$ cat config.mk
export PLATFORM = sky130hd
export DESIGN_NAME = decode_stage
export DESIGN_NICKNAME = d
export VERILOG_FILES = /design/src/mips_pkg.sv /design/src/field_decoder.sv /design/src/control_unit.sv /design/src/register_file.sv /design/src/id_ex_register.sv /design/src/decode_stage.sv
export SDC_FILE = /design/constraint.sdc
export NUM_CORES = 2
export LEC_CHECK = 0
export CELL_PAD_IN_SITES_DETAIL_PLACEMENT = 1
export CELL_PAD_IN_SITES_GLOBAL_PLACEMENT = 1
export CORE_ASPECT_RATIO = 0.7
export CORE_MARGIN = 8
export CORE_UTILIZATION = 55
export DETAILED_ROUTE_END_ITERATION = 8
export DONT_BUFFER_PORTS = 1
export PLACE_DENSITY_LB_ADDON = 0.1
export SYNTH_ARGS = -nofsm -noshare
export SYNTH_HDL_FRONTEND = slang
export SYNTH_HIERARCHICAL = 1
export SYNTH_SLANG_ARGS = --single-unit
export TNS_END_PERCENT = 5
$ cat constraint.sdc
create_clock -name clock_i -period 4.1 [get_ports clock_i]
set_input_delay 0.41 -clock clock_i [delete_from_list [all_inputs] [get_ports clock_i]]
set_output_delay 0.41 -clock clock_i [all_outputs]
set_load 0.02 [all_outputs]
$ cat src/mips_pkg.sv
package mips_pkg;

	// datapath and field widths
	localparam int nb_data   = 32;
	localparam int nb_reg    = 5;
	localparam int nb_opcode = 6;
	localparam int nb_funct  = 6;
	localparam int nb_imm    = 16;

	// jal writes the return address here
	localparam logic [nb_reg-1:0] reg_link = 5'd31;

	// primary opcodes, standard mips encoding
	typedef enum logic [nb_opcode-1:0] {
		R_TYPE = 6'h00,
		JAL    = 6'h03,
		BEQ    = 6'h04,
		ADDI   = 6'h08,
		ANDI   = 6'h0c,
		ORI    = 6'h0d,
		LUI    = 6'h0f,
		LB     = 6'h20,
		LW     = 6'h23,
		SB     = 6'h28,
		SW     = 6'h2b
	} opcode_e;

	// r-type function field
	typedef enum logic [nb_funct-1:0] {
		SLL = 6'h00,
		SRL = 6'h02,
		ADD = 6'h20,
		SUB = 6'h22,
		AND = 6'h24,
		OR  = 6'h25,
		XOR = 6'h26,
		SLT = 6'h2a
	} funct_e;

	// operation handed to execute
	typedef enum logic [3:0] {
		ALU_NOP = 4'd0,
		ALU_ADD = 4'd1,
		ALU_SUB = 4'd2,
		ALU_AND = 4'd3,
		ALU_OR  = 4'd4,
		ALU_XOR = 4'd5,
		ALU_SLT = 4'd6,
		ALU_SLL = 4'd7,
		ALU_SRL = 4'd8,
		ALU_LUI = 4'd9
	} alu_op_e;

	// source of the destination register number
	typedef enum logic [1:0] {
		DEST_RT   = 2'd0,
		DEST_RD   = 2'd1,
		DEST_LINK = 2'd2
	} reg_dest_e;

	// load and store access size
	typedef enum logic [1:0] {
		SIZE_WORD = 2'd0,
		SIZE_BYTE = 2'd1
	} mem_size_e;

endpackage

$ cat src/field_decoder.sv
`timescale 1ns/1ns

module field_decoder (
	input  logic [mips_pkg::nb_data-1:0]   instr_i,
	input  logic                           debug_sel_i,
	input  logic [mips_pkg::nb_reg-1:0]    debug_addr_i,
	input  mips_pkg::reg_dest_e            reg_dest_i,
	input  logic                           zero_ext_i,
	output logic [mips_pkg::nb_opcode-1:0] opcode_o,
	output logic [mips_pkg::nb_funct-1:0]  funct_o,
	output logic [mips_pkg::nb_reg-1:0]    rs_o,
	output logic [mips_pkg::nb_reg-1:0]    rt_o,
	output logic [mips_pkg::nb_reg-1:0]    read_addr_a_o,
	output logic [mips_pkg::nb_reg-1:0]    read_addr_b_o,
	output logic [mips_pkg::nb_reg-1:0]    dest_reg_o,
	output logic [mips_pkg::nb_reg-1:0]    shamt_o,
	output logic [mips_pkg::nb_data-1:0]   imm_o
);

	logic [mips_pkg::nb_reg-1:0] rd;
	logic [mips_pkg::nb_imm-1:0] imm_raw;

	// fixed instruction fields
	assign opcode_o = instr_i[31:26];
	assign rs_o     = instr_i[25:21];
	assign rt_o     = instr_i[20:16];
	assign rd       = instr_i[15:11];
	assign shamt_o  = instr_i[10:6];
	assign funct_o  = instr_i[5:0];
	assign imm_raw  = instr_i[15:0];

	// debug port steals read port a
	assign read_addr_a_o = debug_sel_i ? debug_addr_i : rs_o;
	assign read_addr_b_o = rt_o;

	// logical immediates zero extend, the rest sign extend
	assign imm_o = zero_ext_i ?
		{{(mips_pkg::nb_data - mips_pkg::nb_imm){1'b0}}, imm_raw} :
		{{(mips_pkg::nb_data - mips_pkg::nb_imm){imm_raw[mips_pkg::nb_imm-1]}}, imm_raw};

	// destination chosen by control
	always_comb begin
		case (reg_dest_i)
			mips_pkg::DEST_RD:   dest_reg_o = rd;
			mips_pkg::DEST_LINK: dest_reg_o = mips_pkg::reg_link;
			// i-type and unused encoding
			default:             dest_reg_o = rt_o;
		endcase
	end

endmodule

$ cat src/control_unit.sv
`timescale 1ns/1ns

module control_unit (
	input  logic [mips_pkg::nb_opcode-1:0] opcode_i,
	input  logic [mips_pkg::nb_funct-1:0]  funct_i,
	output mips_pkg::alu_op_e              alu_op_o,
	output logic                           alu_src_imm_o,
	output logic                           shift_o,
	output logic                           mem_read_o,
	output logic                           mem_write_o,
	output mips_pkg::mem_size_e            mem_size_o,
	output logic                           branch_o,
	output logic                           jump_o,
	output logic                           wb_reg_write_o,
	output logic                           wb_mem_to_reg_o,
	output mips_pkg::reg_dest_e            reg_dest_o,
	output logic                           zero_ext_o
);

	always_comb begin
		// defaults describe a bubble
		alu_op_o        = mips_pkg::ALU_NOP;
		alu_src_imm_o   = 1'b0;
		shift_o         = 1'b0;
		mem_read_o      = 1'b0;
		mem_write_o     = 1'b0;
		mem_size_o      = mips_pkg::SIZE_WORD;
		branch_o        = 1'b0;
		jump_o          = 1'b0;
		wb_reg_write_o  = 1'b0;
		wb_mem_to_reg_o = 1'b0;
		reg_dest_o      = mips_pkg::DEST_RT;
		zero_ext_o      = 1'b0;

		case (opcode_i)
			mips_pkg::R_TYPE: begin
				reg_dest_o     = mips_pkg::DEST_RD;
				wb_reg_write_o = 1'b1;
				// operation comes from the function field
				case (funct_i)
					mips_pkg::ADD: alu_op_o = mips_pkg::ALU_ADD;
					mips_pkg::SUB: alu_op_o = mips_pkg::ALU_SUB;
					mips_pkg::AND: alu_op_o = mips_pkg::ALU_AND;
					mips_pkg::OR:  alu_op_o = mips_pkg::ALU_OR;
					mips_pkg::XOR: alu_op_o = mips_pkg::ALU_XOR;
					mips_pkg::SLT: alu_op_o = mips_pkg::ALU_SLT;
					mips_pkg::SLL: begin
						alu_op_o = mips_pkg::ALU_SLL;
						shift_o  = 1'b1;
					end
					mips_pkg::SRL: begin
						alu_op_o = mips_pkg::ALU_SRL;
						shift_o  = 1'b1;
					end
					// unknown funct, drop the write
					default: wb_reg_write_o = 1'b0;
				endcase
			end
			mips_pkg::ADDI, mips_pkg::ANDI, mips_pkg::ORI, mips_pkg::LUI: begin
				alu_src_imm_o  = 1'b1;
				wb_reg_write_o = 1'b1;
				case (opcode_i)
					mips_pkg::ADDI: alu_op_o = mips_pkg::ALU_ADD;
					mips_pkg::ANDI: alu_op_o = mips_pkg::ALU_AND;
					mips_pkg::ORI:  alu_op_o = mips_pkg::ALU_OR;
					default:        alu_op_o = mips_pkg::ALU_LUI;
				endcase
				// only the logical ops zero extend
				zero_ext_o = (opcode_i == mips_pkg::ANDI) || (opcode_i == mips_pkg::ORI);
			end
			mips_pkg::LW, mips_pkg::LB: begin
				// address is base plus offset
				alu_op_o        = mips_pkg::ALU_ADD;
				alu_src_imm_o   = 1'b1;
				mem_read_o      = 1'b1;
				wb_reg_write_o  = 1'b1;
				wb_mem_to_reg_o = 1'b1;
				if (opcode_i == mips_pkg::LB)
					mem_size_o = mips_pkg::SIZE_BYTE;
			end
			mips_pkg::SW, mips_pkg::SB: begin
				alu_op_o      = mips_pkg::ALU_ADD;
				alu_src_imm_o = 1'b1;
				mem_write_o   = 1'b1;
				if (opcode_i == mips_pkg::SB)
					mem_size_o = mips_pkg::SIZE_BYTE;
			end
			mips_pkg::BEQ: begin
				// compare rs and rt by subtraction
				alu_op_o = mips_pkg::ALU_SUB;
				branch_o = 1'b1;
			end
			mips_pkg::JAL: begin
				// return address supplied by fetch, alu idle
				jump_o         = 1'b1;
				wb_reg_write_o = 1'b1;
				reg_dest_o     = mips_pkg::DEST_LINK;
			end
			default: ;
		endcase
	end

endmodule

$ cat src/register_file.sv
`timescale 1ns/1ns

module register_file (
	input  logic                         clock_i,
	input  logic                         arst_n_i,
	input  logic                         write_en_i,
	input  logic [mips_pkg::nb_reg-1:0]  write_addr_i,
	input  logic [mips_pkg::nb_data-1:0] write_data_i,
	input  logic [mips_pkg::nb_reg-1:0]  read_addr_a_i,
	input  logic [mips_pkg::nb_reg-1:0]  read_addr_b_i,
	output logic [mips_pkg::nb_data-1:0] read_data_a_o,
	output logic [mips_pkg::nb_data-1:0] read_data_b_o
);

	localparam int nb_regs = 2 ** mips_pkg::nb_reg;

	logic [mips_pkg::nb_data-1:0] regs [0:nb_regs-1];
	logic                         write_valid;

	// register zero never takes a write
	assign write_valid = write_en_i && (write_addr_i != '0);

	always_ff @(posedge clock_i or negedge arst_n_i) begin
		if (!arst_n_i) begin
			for (int i = 0; i < nb_regs; i++)
				regs[i] <= '0;
		end else if (write_valid) begin
			regs[write_addr_i] <= write_data_i;
		end
	end

	// zero first, then bypass, then storage
	always_comb begin
		if (read_addr_a_i == '0)
			read_data_a_o = '0;
		else if (write_valid && (write_addr_i == read_addr_a_i))
			read_data_a_o = write_data_i;
		else
			read_data_a_o = regs[read_addr_a_i];
	end

	// port b, same ordering
	always_comb begin
		if (read_addr_b_i == '0)
			read_data_b_o = '0;
		else if (write_valid && (write_addr_i == read_addr_b_i))
			read_data_b_o = write_data_i;
		else
			read_data_b_o = regs[read_addr_b_i];
	end

endmodule

$ cat src/id_ex_register.sv
`timescale 1ns/1ns

module id_ex_register (
	input  logic                         clock_i,
	input  logic                         arst_n_i,
	input  logic                         flush_i,
	input  mips_pkg::alu_op_e            alu_op_i,
	input  logic                         alu_src_imm_i,
	input  logic                         shift_i,
	input  logic                         mem_read_i,
	input  logic                         mem_write_i,
	input  mips_pkg::mem_size_e          mem_size_i,
	input  logic                         branch_i,
	input  logic                         jump_i,
	input  logic                         wb_reg_write_i,
	input  logic                         wb_mem_to_reg_i,
	input  logic [mips_pkg::nb_data-1:0] data_a_i,
	input  logic [mips_pkg::nb_data-1:0] data_b_i,
	input  logic [mips_pkg::nb_data-1:0] imm_i,
	input  logic [mips_pkg::nb_reg-1:0]  rs_i,
	input  logic [mips_pkg::nb_reg-1:0]  rt_i,
	input  logic [mips_pkg::nb_reg-1:0]  dest_reg_i,
	input  logic [mips_pkg::nb_reg-1:0]  shamt_i,
	output mips_pkg::alu_op_e            alu_op_o,
	output logic                         alu_src_imm_o,
	output logic                         shift_o,
	output logic                         mem_read_o,
	output logic                         mem_write_o,
	output mips_pkg::mem_size_e          mem_size_o,
	output logic                         branch_o,
	output logic                         jump_o,
	output logic                         wb_reg_write_o,
	output logic                         wb_mem_to_reg_o,
	output logic [mips_pkg::nb_data-1:0] data_a_o,
	output logic [mips_pkg::nb_data-1:0] data_b_o,
	output logic [mips_pkg::nb_data-1:0] imm_o,
	output logic [mips_pkg::nb_reg-1:0]  rs_o,
	output logic [mips_pkg::nb_reg-1:0]  rt_o,
	output logic [mips_pkg::nb_reg-1:0]  dest_reg_o,
	output logic [mips_pkg::nb_reg-1:0]  shamt_o
);

	// control half, flush turns it into a bubble
	always_ff @(posedge clock_i or negedge arst_n_i) begin
		if (!arst_n_i) begin
			alu_op_o        <= mips_pkg::ALU_NOP;
			alu_src_imm_o   <= 1'b0;
			shift_o         <= 1'b0;
			mem_read_o      <= 1'b0;
			mem_write_o     <= 1'b0;
			mem_size_o      <= mips_pkg::SIZE_WORD;
			branch_o        <= 1'b0;
			jump_o          <= 1'b0;
			wb_reg_write_o  <= 1'b0;
			wb_mem_to_reg_o <= 1'b0;
		end else begin
			alu_op_o        <= flush_i ? mips_pkg::ALU_NOP : alu_op_i;
			alu_src_imm_o   <= alu_src_imm_i && !flush_i;
			shift_o         <= shift_i && !flush_i;
			mem_read_o      <= mem_read_i && !flush_i;
			mem_write_o     <= mem_write_i && !flush_i;
			mem_size_o      <= flush_i ? mips_pkg::SIZE_WORD : mem_size_i;
			branch_o        <= branch_i && !flush_i;
			jump_o          <= jump_i && !flush_i;
			wb_reg_write_o  <= wb_reg_write_i && !flush_i;
			wb_mem_to_reg_o <= wb_mem_to_reg_i && !flush_i;
		end
	end

	// data half loads every cycle, flush or not
	always_ff @(posedge clock_i or negedge arst_n_i) begin
		if (!arst_n_i) begin
			data_a_o   <= '0;
			data_b_o   <= '0;
			imm_o      <= '0;
			rs_o       <= '0;
			rt_o       <= '0;
			dest_reg_o <= '0;
			shamt_o    <= '0;
		end else begin
			data_a_o   <= data_a_i;
			data_b_o   <= data_b_i;
			imm_o      <= imm_i;
			rs_o       <= rs_i;
			rt_o       <= rt_i;
			dest_reg_o <= dest_reg_i;
			shamt_o    <= shamt_i;
		end
	end

endmodule

$ cat src/decode_stage.sv
`timescale 1ns/1ns

module decode_stage (
	input  logic                         clock_i,
	input  logic                         arst_n_i,
	input  logic [mips_pkg::nb_data-1:0] instr_i,
	input  logic                         reg_write_i,
	input  logic [mips_pkg::nb_reg-1:0]  write_reg_i,
	input  logic [mips_pkg::nb_data-1:0] write_data_i,
	input  logic                         debug_sel_i,
	input  logic [mips_pkg::nb_reg-1:0]  debug_addr_i,
	input  logic                         flush_i,
	output mips_pkg::alu_op_e            alu_op_o,
	output logic                         alu_src_imm_o,
	output logic                         shift_o,
	output logic                         mem_read_o,
	output logic                         mem_write_o,
	output mips_pkg::mem_size_e          mem_size_o,
	output logic                         branch_o,
	output logic                         jump_o,
	output logic                         wb_reg_write_o,
	output logic                         wb_mem_to_reg_o,
	output logic [mips_pkg::nb_reg-1:0]  rs_o,
	output logic [mips_pkg::nb_reg-1:0]  rt_o,
	output logic [mips_pkg::nb_reg-1:0]  dest_reg_o,
	output logic [mips_pkg::nb_reg-1:0]  shamt_o,
	output logic [mips_pkg::nb_data-1:0] imm_o,
	output logic [mips_pkg::nb_data-1:0] data_a_o,
	output logic [mips_pkg::nb_data-1:0] data_b_o
);

	// decoder to control and register file
	logic [mips_pkg::nb_opcode-1:0] opcode;
	logic [mips_pkg::nb_funct-1:0]  funct;
	logic [mips_pkg::nb_reg-1:0]    rs;
	logic [mips_pkg::nb_reg-1:0]    rt;
	logic [mips_pkg::nb_reg-1:0]    read_addr_a;
	logic [mips_pkg::nb_reg-1:0]    read_addr_b;
	logic [mips_pkg::nb_reg-1:0]    dest_reg;
	logic [mips_pkg::nb_reg-1:0]    shamt;
	logic [mips_pkg::nb_data-1:0]   imm;
	// control back to decoder
	mips_pkg::reg_dest_e            reg_dest;
	logic                           zero_ext;
	// control into the pipeline register
	mips_pkg::alu_op_e              alu_op;
	mips_pkg::mem_size_e            mem_size;
	logic                           alu_src_imm;
	logic                           shift;
	logic                           mem_read;
	logic                           mem_write;
	logic                           branch;
	logic                           jump;
	logic                           wb_reg_write;
	logic                           wb_mem_to_reg;
	// operands
	logic [mips_pkg::nb_data-1:0]   data_a;
	logic [mips_pkg::nb_data-1:0]   data_b;

	field_decoder i_field_decoder (
		.instr_i       (instr_i),
		.debug_sel_i   (debug_sel_i),
		.debug_addr_i  (debug_addr_i),
		.reg_dest_i    (reg_dest),
		.zero_ext_i    (zero_ext),
		.opcode_o      (opcode),
		.funct_o       (funct),
		.rs_o          (rs),
		.rt_o          (rt),
		.read_addr_a_o (read_addr_a),
		.read_addr_b_o (read_addr_b),
		.dest_reg_o    (dest_reg),
		.shamt_o       (shamt),
		.imm_o         (imm)
	);

	control_unit i_control_unit (
		.opcode_i        (opcode),
		.funct_i         (funct),
		.alu_op_o        (alu_op),
		.alu_src_imm_o   (alu_src_imm),
		.shift_o         (shift),
		.mem_read_o      (mem_read),
		.mem_write_o     (mem_write),
		.mem_size_o      (mem_size),
		.branch_o        (branch),
		.jump_o          (jump),
		.wb_reg_write_o  (wb_reg_write),
		.wb_mem_to_reg_o (wb_mem_to_reg),
		.reg_dest_o      (reg_dest),
		.zero_ext_o      (zero_ext)
	);

	// write port driven straight from write-back
	register_file i_register_file (
		.clock_i       (clock_i),
		.arst_n_i      (arst_n_i),
		.write_en_i    (reg_write_i),
		.write_addr_i  (write_reg_i),
		.write_data_i  (write_data_i),
		.read_addr_a_i (read_addr_a),
		.read_addr_b_i (read_addr_b),
		.read_data_a_o (data_a),
		.read_data_b_o (data_b)
	);

	id_ex_register i_id_ex_register (
		.clock_i         (clock_i),
		.arst_n_i        (arst_n_i),
		.flush_i         (flush_i),
		.alu_op_i        (alu_op),
		.alu_src_imm_i   (alu_src_imm),
		.shift_i         (shift),
		.mem_read_i      (mem_read),
		.mem_write_i     (mem_write),
		.mem_size_i      (mem_size),
		.branch_i        (branch),
		.jump_i          (jump),
		.wb_reg_write_i  (wb_reg_write),
		.wb_mem_to_reg_i (wb_mem_to_reg),
		.data_a_i        (data_a),
		.data_b_i        (data_b),
		.imm_i           (imm),
		.rs_i            (rs),
		.rt_i            (rt),
		.dest_reg_i      (dest_reg),
		.shamt_i         (shamt),
		.alu_op_o        (alu_op_o),
		.alu_src_imm_o   (alu_src_imm_o),
		.shift_o         (shift_o),
		.mem_read_o      (mem_read_o),
		.mem_write_o     (mem_write_o),
		.mem_size_o      (mem_size_o),
		.branch_o        (branch_o),
		.jump_o          (jump_o),
		.wb_reg_write_o  (wb_reg_write_o),
		.wb_mem_to_reg_o (wb_mem_to_reg_o),
		.data_a_o        (data_a_o),
		.data_b_o        (data_b_o),
		.imm_o           (imm_o),
		.rs_o            (rs_o),
		.rt_o            (rt_o),
		.dest_reg_o      (dest_reg_o),
		.shamt_o         (shamt_o)
	);

endmodule

# Word-level counts from Yosys, hierarchy flattened
# Index checks and enable logic that the tools add are counted.
# word_totals
register_bits	1153
input_bits	79
output_inout_bits	130
wordCells	137
# classes
order_cmp	4
n_eq_ne	21
n_mux	35
bitwise_logic	3
n_reduce_logical	26
# ops
op	n
$bwmux W1024	1
$bmux W32 S5	2
$mux W32	10
$demux W32 S5	1
$eq A6 B6 Y1 const B	10
$pmux W4 S8	1
$eq A6 B4 Y1 const B	4
$ge A6 B6 Y1 const B	3
$not A5 Y6	3
$pmux W4 S4	1
$reduce_or A8 Y1	2
$eq A6 B2 Y1 const B	2
$logic_not A6 Y1	2
$pmux W4 S3	1
$logic_and A1 B1 Y1	11
$mux W1	11
$eq A5 B5 Y1	2
$logic_not A5 Y1	2
$pmux W5 S2	1
$pmux W2 S2	2
$reduce_or A4 Y1	2
$reduce_or A7 Y1	1
$eq A6 B3 Y1 const B	1
$lt A6 B1 Y1 const B	1
10 further kinds	12

# Logic depth before layout (Yosys ltp)
# depth
word_depth	7
mapped_depth	11
mapped_depth_nobuf	7

# Cells and area by module
# Netlist, hierarchy kept.
# modules_own_cells
mod	n_inst	cells_each	area_each_um2	seq_area_each_um2
register_file	1	3926	55892.4	25624.6
id_ex_register	1	145	3380.7	3253.1
field_decoder	1	89	646.9	0.0
control_unit	1	65	406.6	0.0

# Worst setup path after synthesis
# OpenSTA, ideal clock, no wires.
# synth_path
path_kind	in2reg
startpoint	input port instr_i[26] in the netlist's numbering
endpoint	register i_id_ex_register/dest_reg_o[0] in the netlist's numbering
setup_ns	0.130
arrival_time_ns	2.259
required_ns	3.970
path_slack_ns	1.711
path_stages	9
path_buffers	2
path_cell_list	buf_4 > buf_6 > or4_4 > or3_4 > inv_1 > inv_1 > ha_1 > nor2_1 > a21oi_1
# synth_between
elab_chain_cells	4
elab_cells_between_ends	6
cone_classes	eq/ne (3); mux (2); reduce/logical (1)
# synth_lines
item	line	text
start, declared	decode_stage.sv:6	input logic [mips_pkg::nb_data-1:0] instr_i,
$eq A6 B2 Y1 / $logic_not A6 Y1 (equally long branches)	control_unit.sv:35	case (opcode_i)
$pmux W2 S2 *	control_unit.sv:35	
via reg_dest[0]	decode_stage.sv:43	mips_pkg::reg_dest_e reg_dest;
$eq A2 B2 Y1 / $eq A2 B1 Y1 (equally long branches)	field_decoder.sv:43	case (reg_dest_i)
$pmux W5 S2 *	field_decoder.sv:43	
via dest_reg (one bit)	decode_stage.sv:39	logic [mips_pkg::nb_reg-1:0] dest_reg;
end signal, assigned	id_ex_register.sv:86	dest_reg_o <= dest_reg_i;
end, declared	id_ex_register.sv:39	output logic [mips_pkg::nb_reg-1:0] dest_reg_o,
# The timed path passes the listed nets; every way through them passes the cells marked *.
# A chain may end at the register's enable or synchronous reset.

==> run summary <==
- input pin — CP Launch Type
- 0.876 — gp weighted congestion
- met2 — busiest layer in global routing
- 8.85% — area grow syn2layout
- 3 — maximum buffer depth of the clock tree
- 6 — count of yosys warnings during synthesis
- 28.7 nW — leakage power
- 225 mm — aggregate routed wire length
- 47.9% — Synth top area share
- 7.32 — number of vias per cell
- 60800 sq um — Cell Area, Placed
- 336 — largest net degree at the start of global routing
- 80.2% — period utilisation layout
- 0.0312 ns — worst hold slack
- 1154 — sinks on the clock net
- 47.9% — sequential area share after synthesis
- 9813 — final-layout fill cell count
- 37.0% — global router's overall resource usage
- 3 — level count of the clock H-tree
- buffers and inverters — kind of cell with the highest combined delay on the critical path
- 7 — initial antenna violation count
- 101 — row cnt
- 28700 sq um — area of the multi-input gates
- 0.06 ns — CTS clock-pin slew for the worst setup and hold paths
- 65700 sq um — final design area excluding fillers
- 4.09 ns — arrival time worst endpoint
- -14.4% — worst slew margin relative to its limit
- 121000 sq um — Die Footprint
- 326 mm — first-pass GRT wire length
- 0.813 ns — setup ws final
- 0 — port bufs
- sky130_fd_sc_hd__dfrtp_1 — Post-synth top flop
- 6 — count of buffer and inverter cells on the critical path
- 4225 — post-synthesis instance total
- 40.2 um — Routed WL per cell
- sky130_fd_sc_hd__dlygate4sd3_1 — Critical-path top delay cell
- 304 MHz — Highest Clock Rate
- 0 — PostCTS Resize Cnt
- 60.5% — utilization after layout
- sky130_fd_sc_hd__dfrtp_1 48%, sky130_fd_sc_hd__mux2_2 20%, sky130_fd_sc_hd__mux4_2 12% — Area contributors post-synth
- 60300 sq um — post-synthesis cell area
- 28900 sq um — Register Area
- false — RSZ-0062 raised after global routing
- 501 nW/um^2 — pwr/cell area
- 53.4% — met2 GRT Util
- slew limit — violated checks
- finished, violations left — run status
- 4.91 ns — required time of the worst setup path
- input pin to asynchronous set/reset pin — type of the worst setup path
- 40900 — total via count in the routed design
- 3.29 ns — final critical delay including setup and external delays
- 44.1% — fraction of final layout cells sized beyond drive strength 1
- 1154 — flops & latches, synth
- 0.757 ns — Post-Place Setup Slack
- 114 — Num CTS Buffers
- 5590 — number of cells in the finished layout apart from fillers
- 209 — number of ports placed on the die boundary
- 0 — remaining global-route overflow
- 134 mm — hpwl dp
- done — TritonCTS clock tree
- 201 — Crit Path Max Fanout
- 5295 — Inst Count DP
- 293 um — vertical extent of the die
- 0.73 ns — clock network latency to the later pin of the worst-skew pair
- 0 ns — final-layout setup total negative slack
- 412 um — width of the die
- 1.72 ns — Tightest Pin Transition
- 0 — number of setup violations in the final report
- 0 — number of nets with antenna violations after routing
- input pin to flip-flop — type of the most critical hold path
- sky130_fd_sc_hd__buf_16 — crit-path most repeated cell
- 80 — count of different cell masters after synthesis
- 69 — final max-slew violation count
- 109000 sq um — area of the core
- sky130_fd_sc_hd__dfrtp_1 — most common cell in the synthesized netlist
- 367 uV — Max IR drop VDD
- 0 — Residual DRC
- 32.9 mW — PnR Total Power
- 0.0285 ns — final setup skew
- 0.68 ns — Crit path largest cell delay
- 0 — number of flops mapped to enable cells by yosys
- sky130_fd_sc_hd__clkbuf_16 — clock root cell
- 43000 — number of global-route vias before repair
- sky130_fd_sc_hd__dfrtp_1 — cell accounting for the most synthesized area
- 1154 x sky130_fd_sc_hd__dfrtp_1, 1089 x sky130_fd_sc_hd__mux2_2, 317 x sky130_fd_sc_hd__mux4_2, 242 x sky130_fd_sc_hd__mux2i_1, 224 x sky130_fd_sc_hd__clkbuf_1 — top cell types by occurrence after synthesis
- 55.6% — starting utilization of the core area
- 0 — max-capacitance violation count
- 0 — Final Hold Viols
- 4128 — Post-layout nets
- dlygate4sd3_1, buf_16, buf_16, buf_16, buf_16, clkbuf_16 — ordered cell list for the critical path
- 100% — fraction of synthesis flops using an asynchronous set or reset pin
- 9.97% — met3 routing resource usage after global routing
- 4306 — synthesized netlist net count
- 4602 — first-iteration detailed-routing DRC count
- 14.3 sq um — Avg Cell Area, Syn
- asynchronous set/reset pin — type of destination of the critical path
- 6 — 1st-pass router iterations
- 52.6% — met1 routing resource usage after global routing
[final timing paths]
| path | start | endpoint | slack (ns) | cells after the start |
|---|---|---|---|---|
| worst max-delay path | arst_n_i | i_register_file/regs[835] | 0.81 | 6 |
| worst min-delay path | write_data_i[16] | i_id_ex_register/data_b_o[16] | 0.03 | 2 |
| worst max register to register | i_register_file/regs[597] | i_id_ex_register/data_b_o[21] | 1.56 | 6 |
| worst min register to register | i_register_file/regs[1020] | i_register_file/regs[1020] | 0.40 | 0 |
| max in group clock_i | instr_i[16] | i_id_ex_register/data_b_o[21] | 1.09 | 7 |
| min in group asynchronous | arst_n_i | i_id_ex_register/dest_reg_o[3] | 0.29 | 2 |
[cells by family (layout without fill, tap and decap cells)]
kind of cell,after synthesis,count (layout),synth area share [%]
other cells,1,8,0.00622
simple gates,346,346,2.97
mux,1697,1697,38.3
flops,1154,1154,47.9
compound gates,485,485,5.65
fa+ha+maj,2,2,0.0415
buf+inv,527,443,4.96
xor+xnor,13,13,0.189
[metal layers]
metal / vias up / wire (um)
li1: 15700 / -
met1: 22200 / 92300
met2: 2359 / 97100
met3: 635 / 23100
met4: 6 / 12200
met5: - / 46
[what timing repair did]
| action | in CTS | in global routing |
|---|---|---|
| buffers inserted | 0 | 0 |
| endpoints found under the hold margin | 1338 | 0 |
| setup endpoints to repair | 0 | 228 |
| hold buffers | 75 | 0 |
[worst register-to-register path, stage by stage, from the launching register on]
cell and delay [ns]:
sky130_fd_sc_hd__dfrtp_1 0.40, sky130_fd_sc_hd__mux4_1 0.56, sky130_fd_sc_hd__mux4_2 0.56, sky130_fd_sc_hd__nand2_1 0.12
sky130_fd_sc_hd__o41a_1 0.14, sky130_fd_sc_hd__o21ai_1 0.06, sky130_fd_sc_hd__dlygate4sd3_1 0.58
[power by group]
part / leakage [nW] / switching (mW) / internal [mW]
Clock: 1.89 / 4.72 / 6.24
Sequential: 14.7 / 1.89 / 13.5
Combinational: 12.0 / 2.94 / 3.69
Total: 28.7 / 9.55 / 23.4
[cell usage in the layout (no fill, tap or decap), drive strengths merged, types with 14 or more instances in the layout]
cell	count
a221o	22
a21oi	54
a2111oi	21
nor2	100
a221oi	53
a211oi	20
o21ai	69
buf	161
mux2i	242
o22ai	122
mux2	1089
mux4	366
dfrtp	1154
clkbuf	167
nor4	18
nand2	61
clkinv	30
o211ai	14
a22oi	41
nor2b	29
nor3	48
nand2b	30
dlygate4sd3	58
[cell type report]
| class | count | area share [%] |
|---|---|---|
| sequential | 1154 | 44.0 |
| multi-input combinational | 2544 | 43.7 |
| clock buffer | 166 | 5.07 |
| timing repair buffer | 220 | 3.62 |
| tap | 1442 | 2.75 |
| clock inverter | 44 | 0.764 |
| inverter | 13 | 0.0743 |
| antenna | 7 | 0.0267 |
[registers in the layout (all words and copies together) (netlist names), 2 cells and up]
register	cells
i_id_ex_register/alu_op_o	4
i_id_ex_register/data_a_o	32
i_id_ex_register/data_b_o	32
i_id_ex_register/dest_reg_o	5
i_id_ex_register/imm_o	32
i_id_ex_register/mem_size_o	2
i_id_ex_register/rs_o	5
i_id_ex_register/rt_o	5
i_id_ex_register/shamt_o	5
i_register_file/regs	1024
Note: power is estimated with default switching activity, not from simulation.
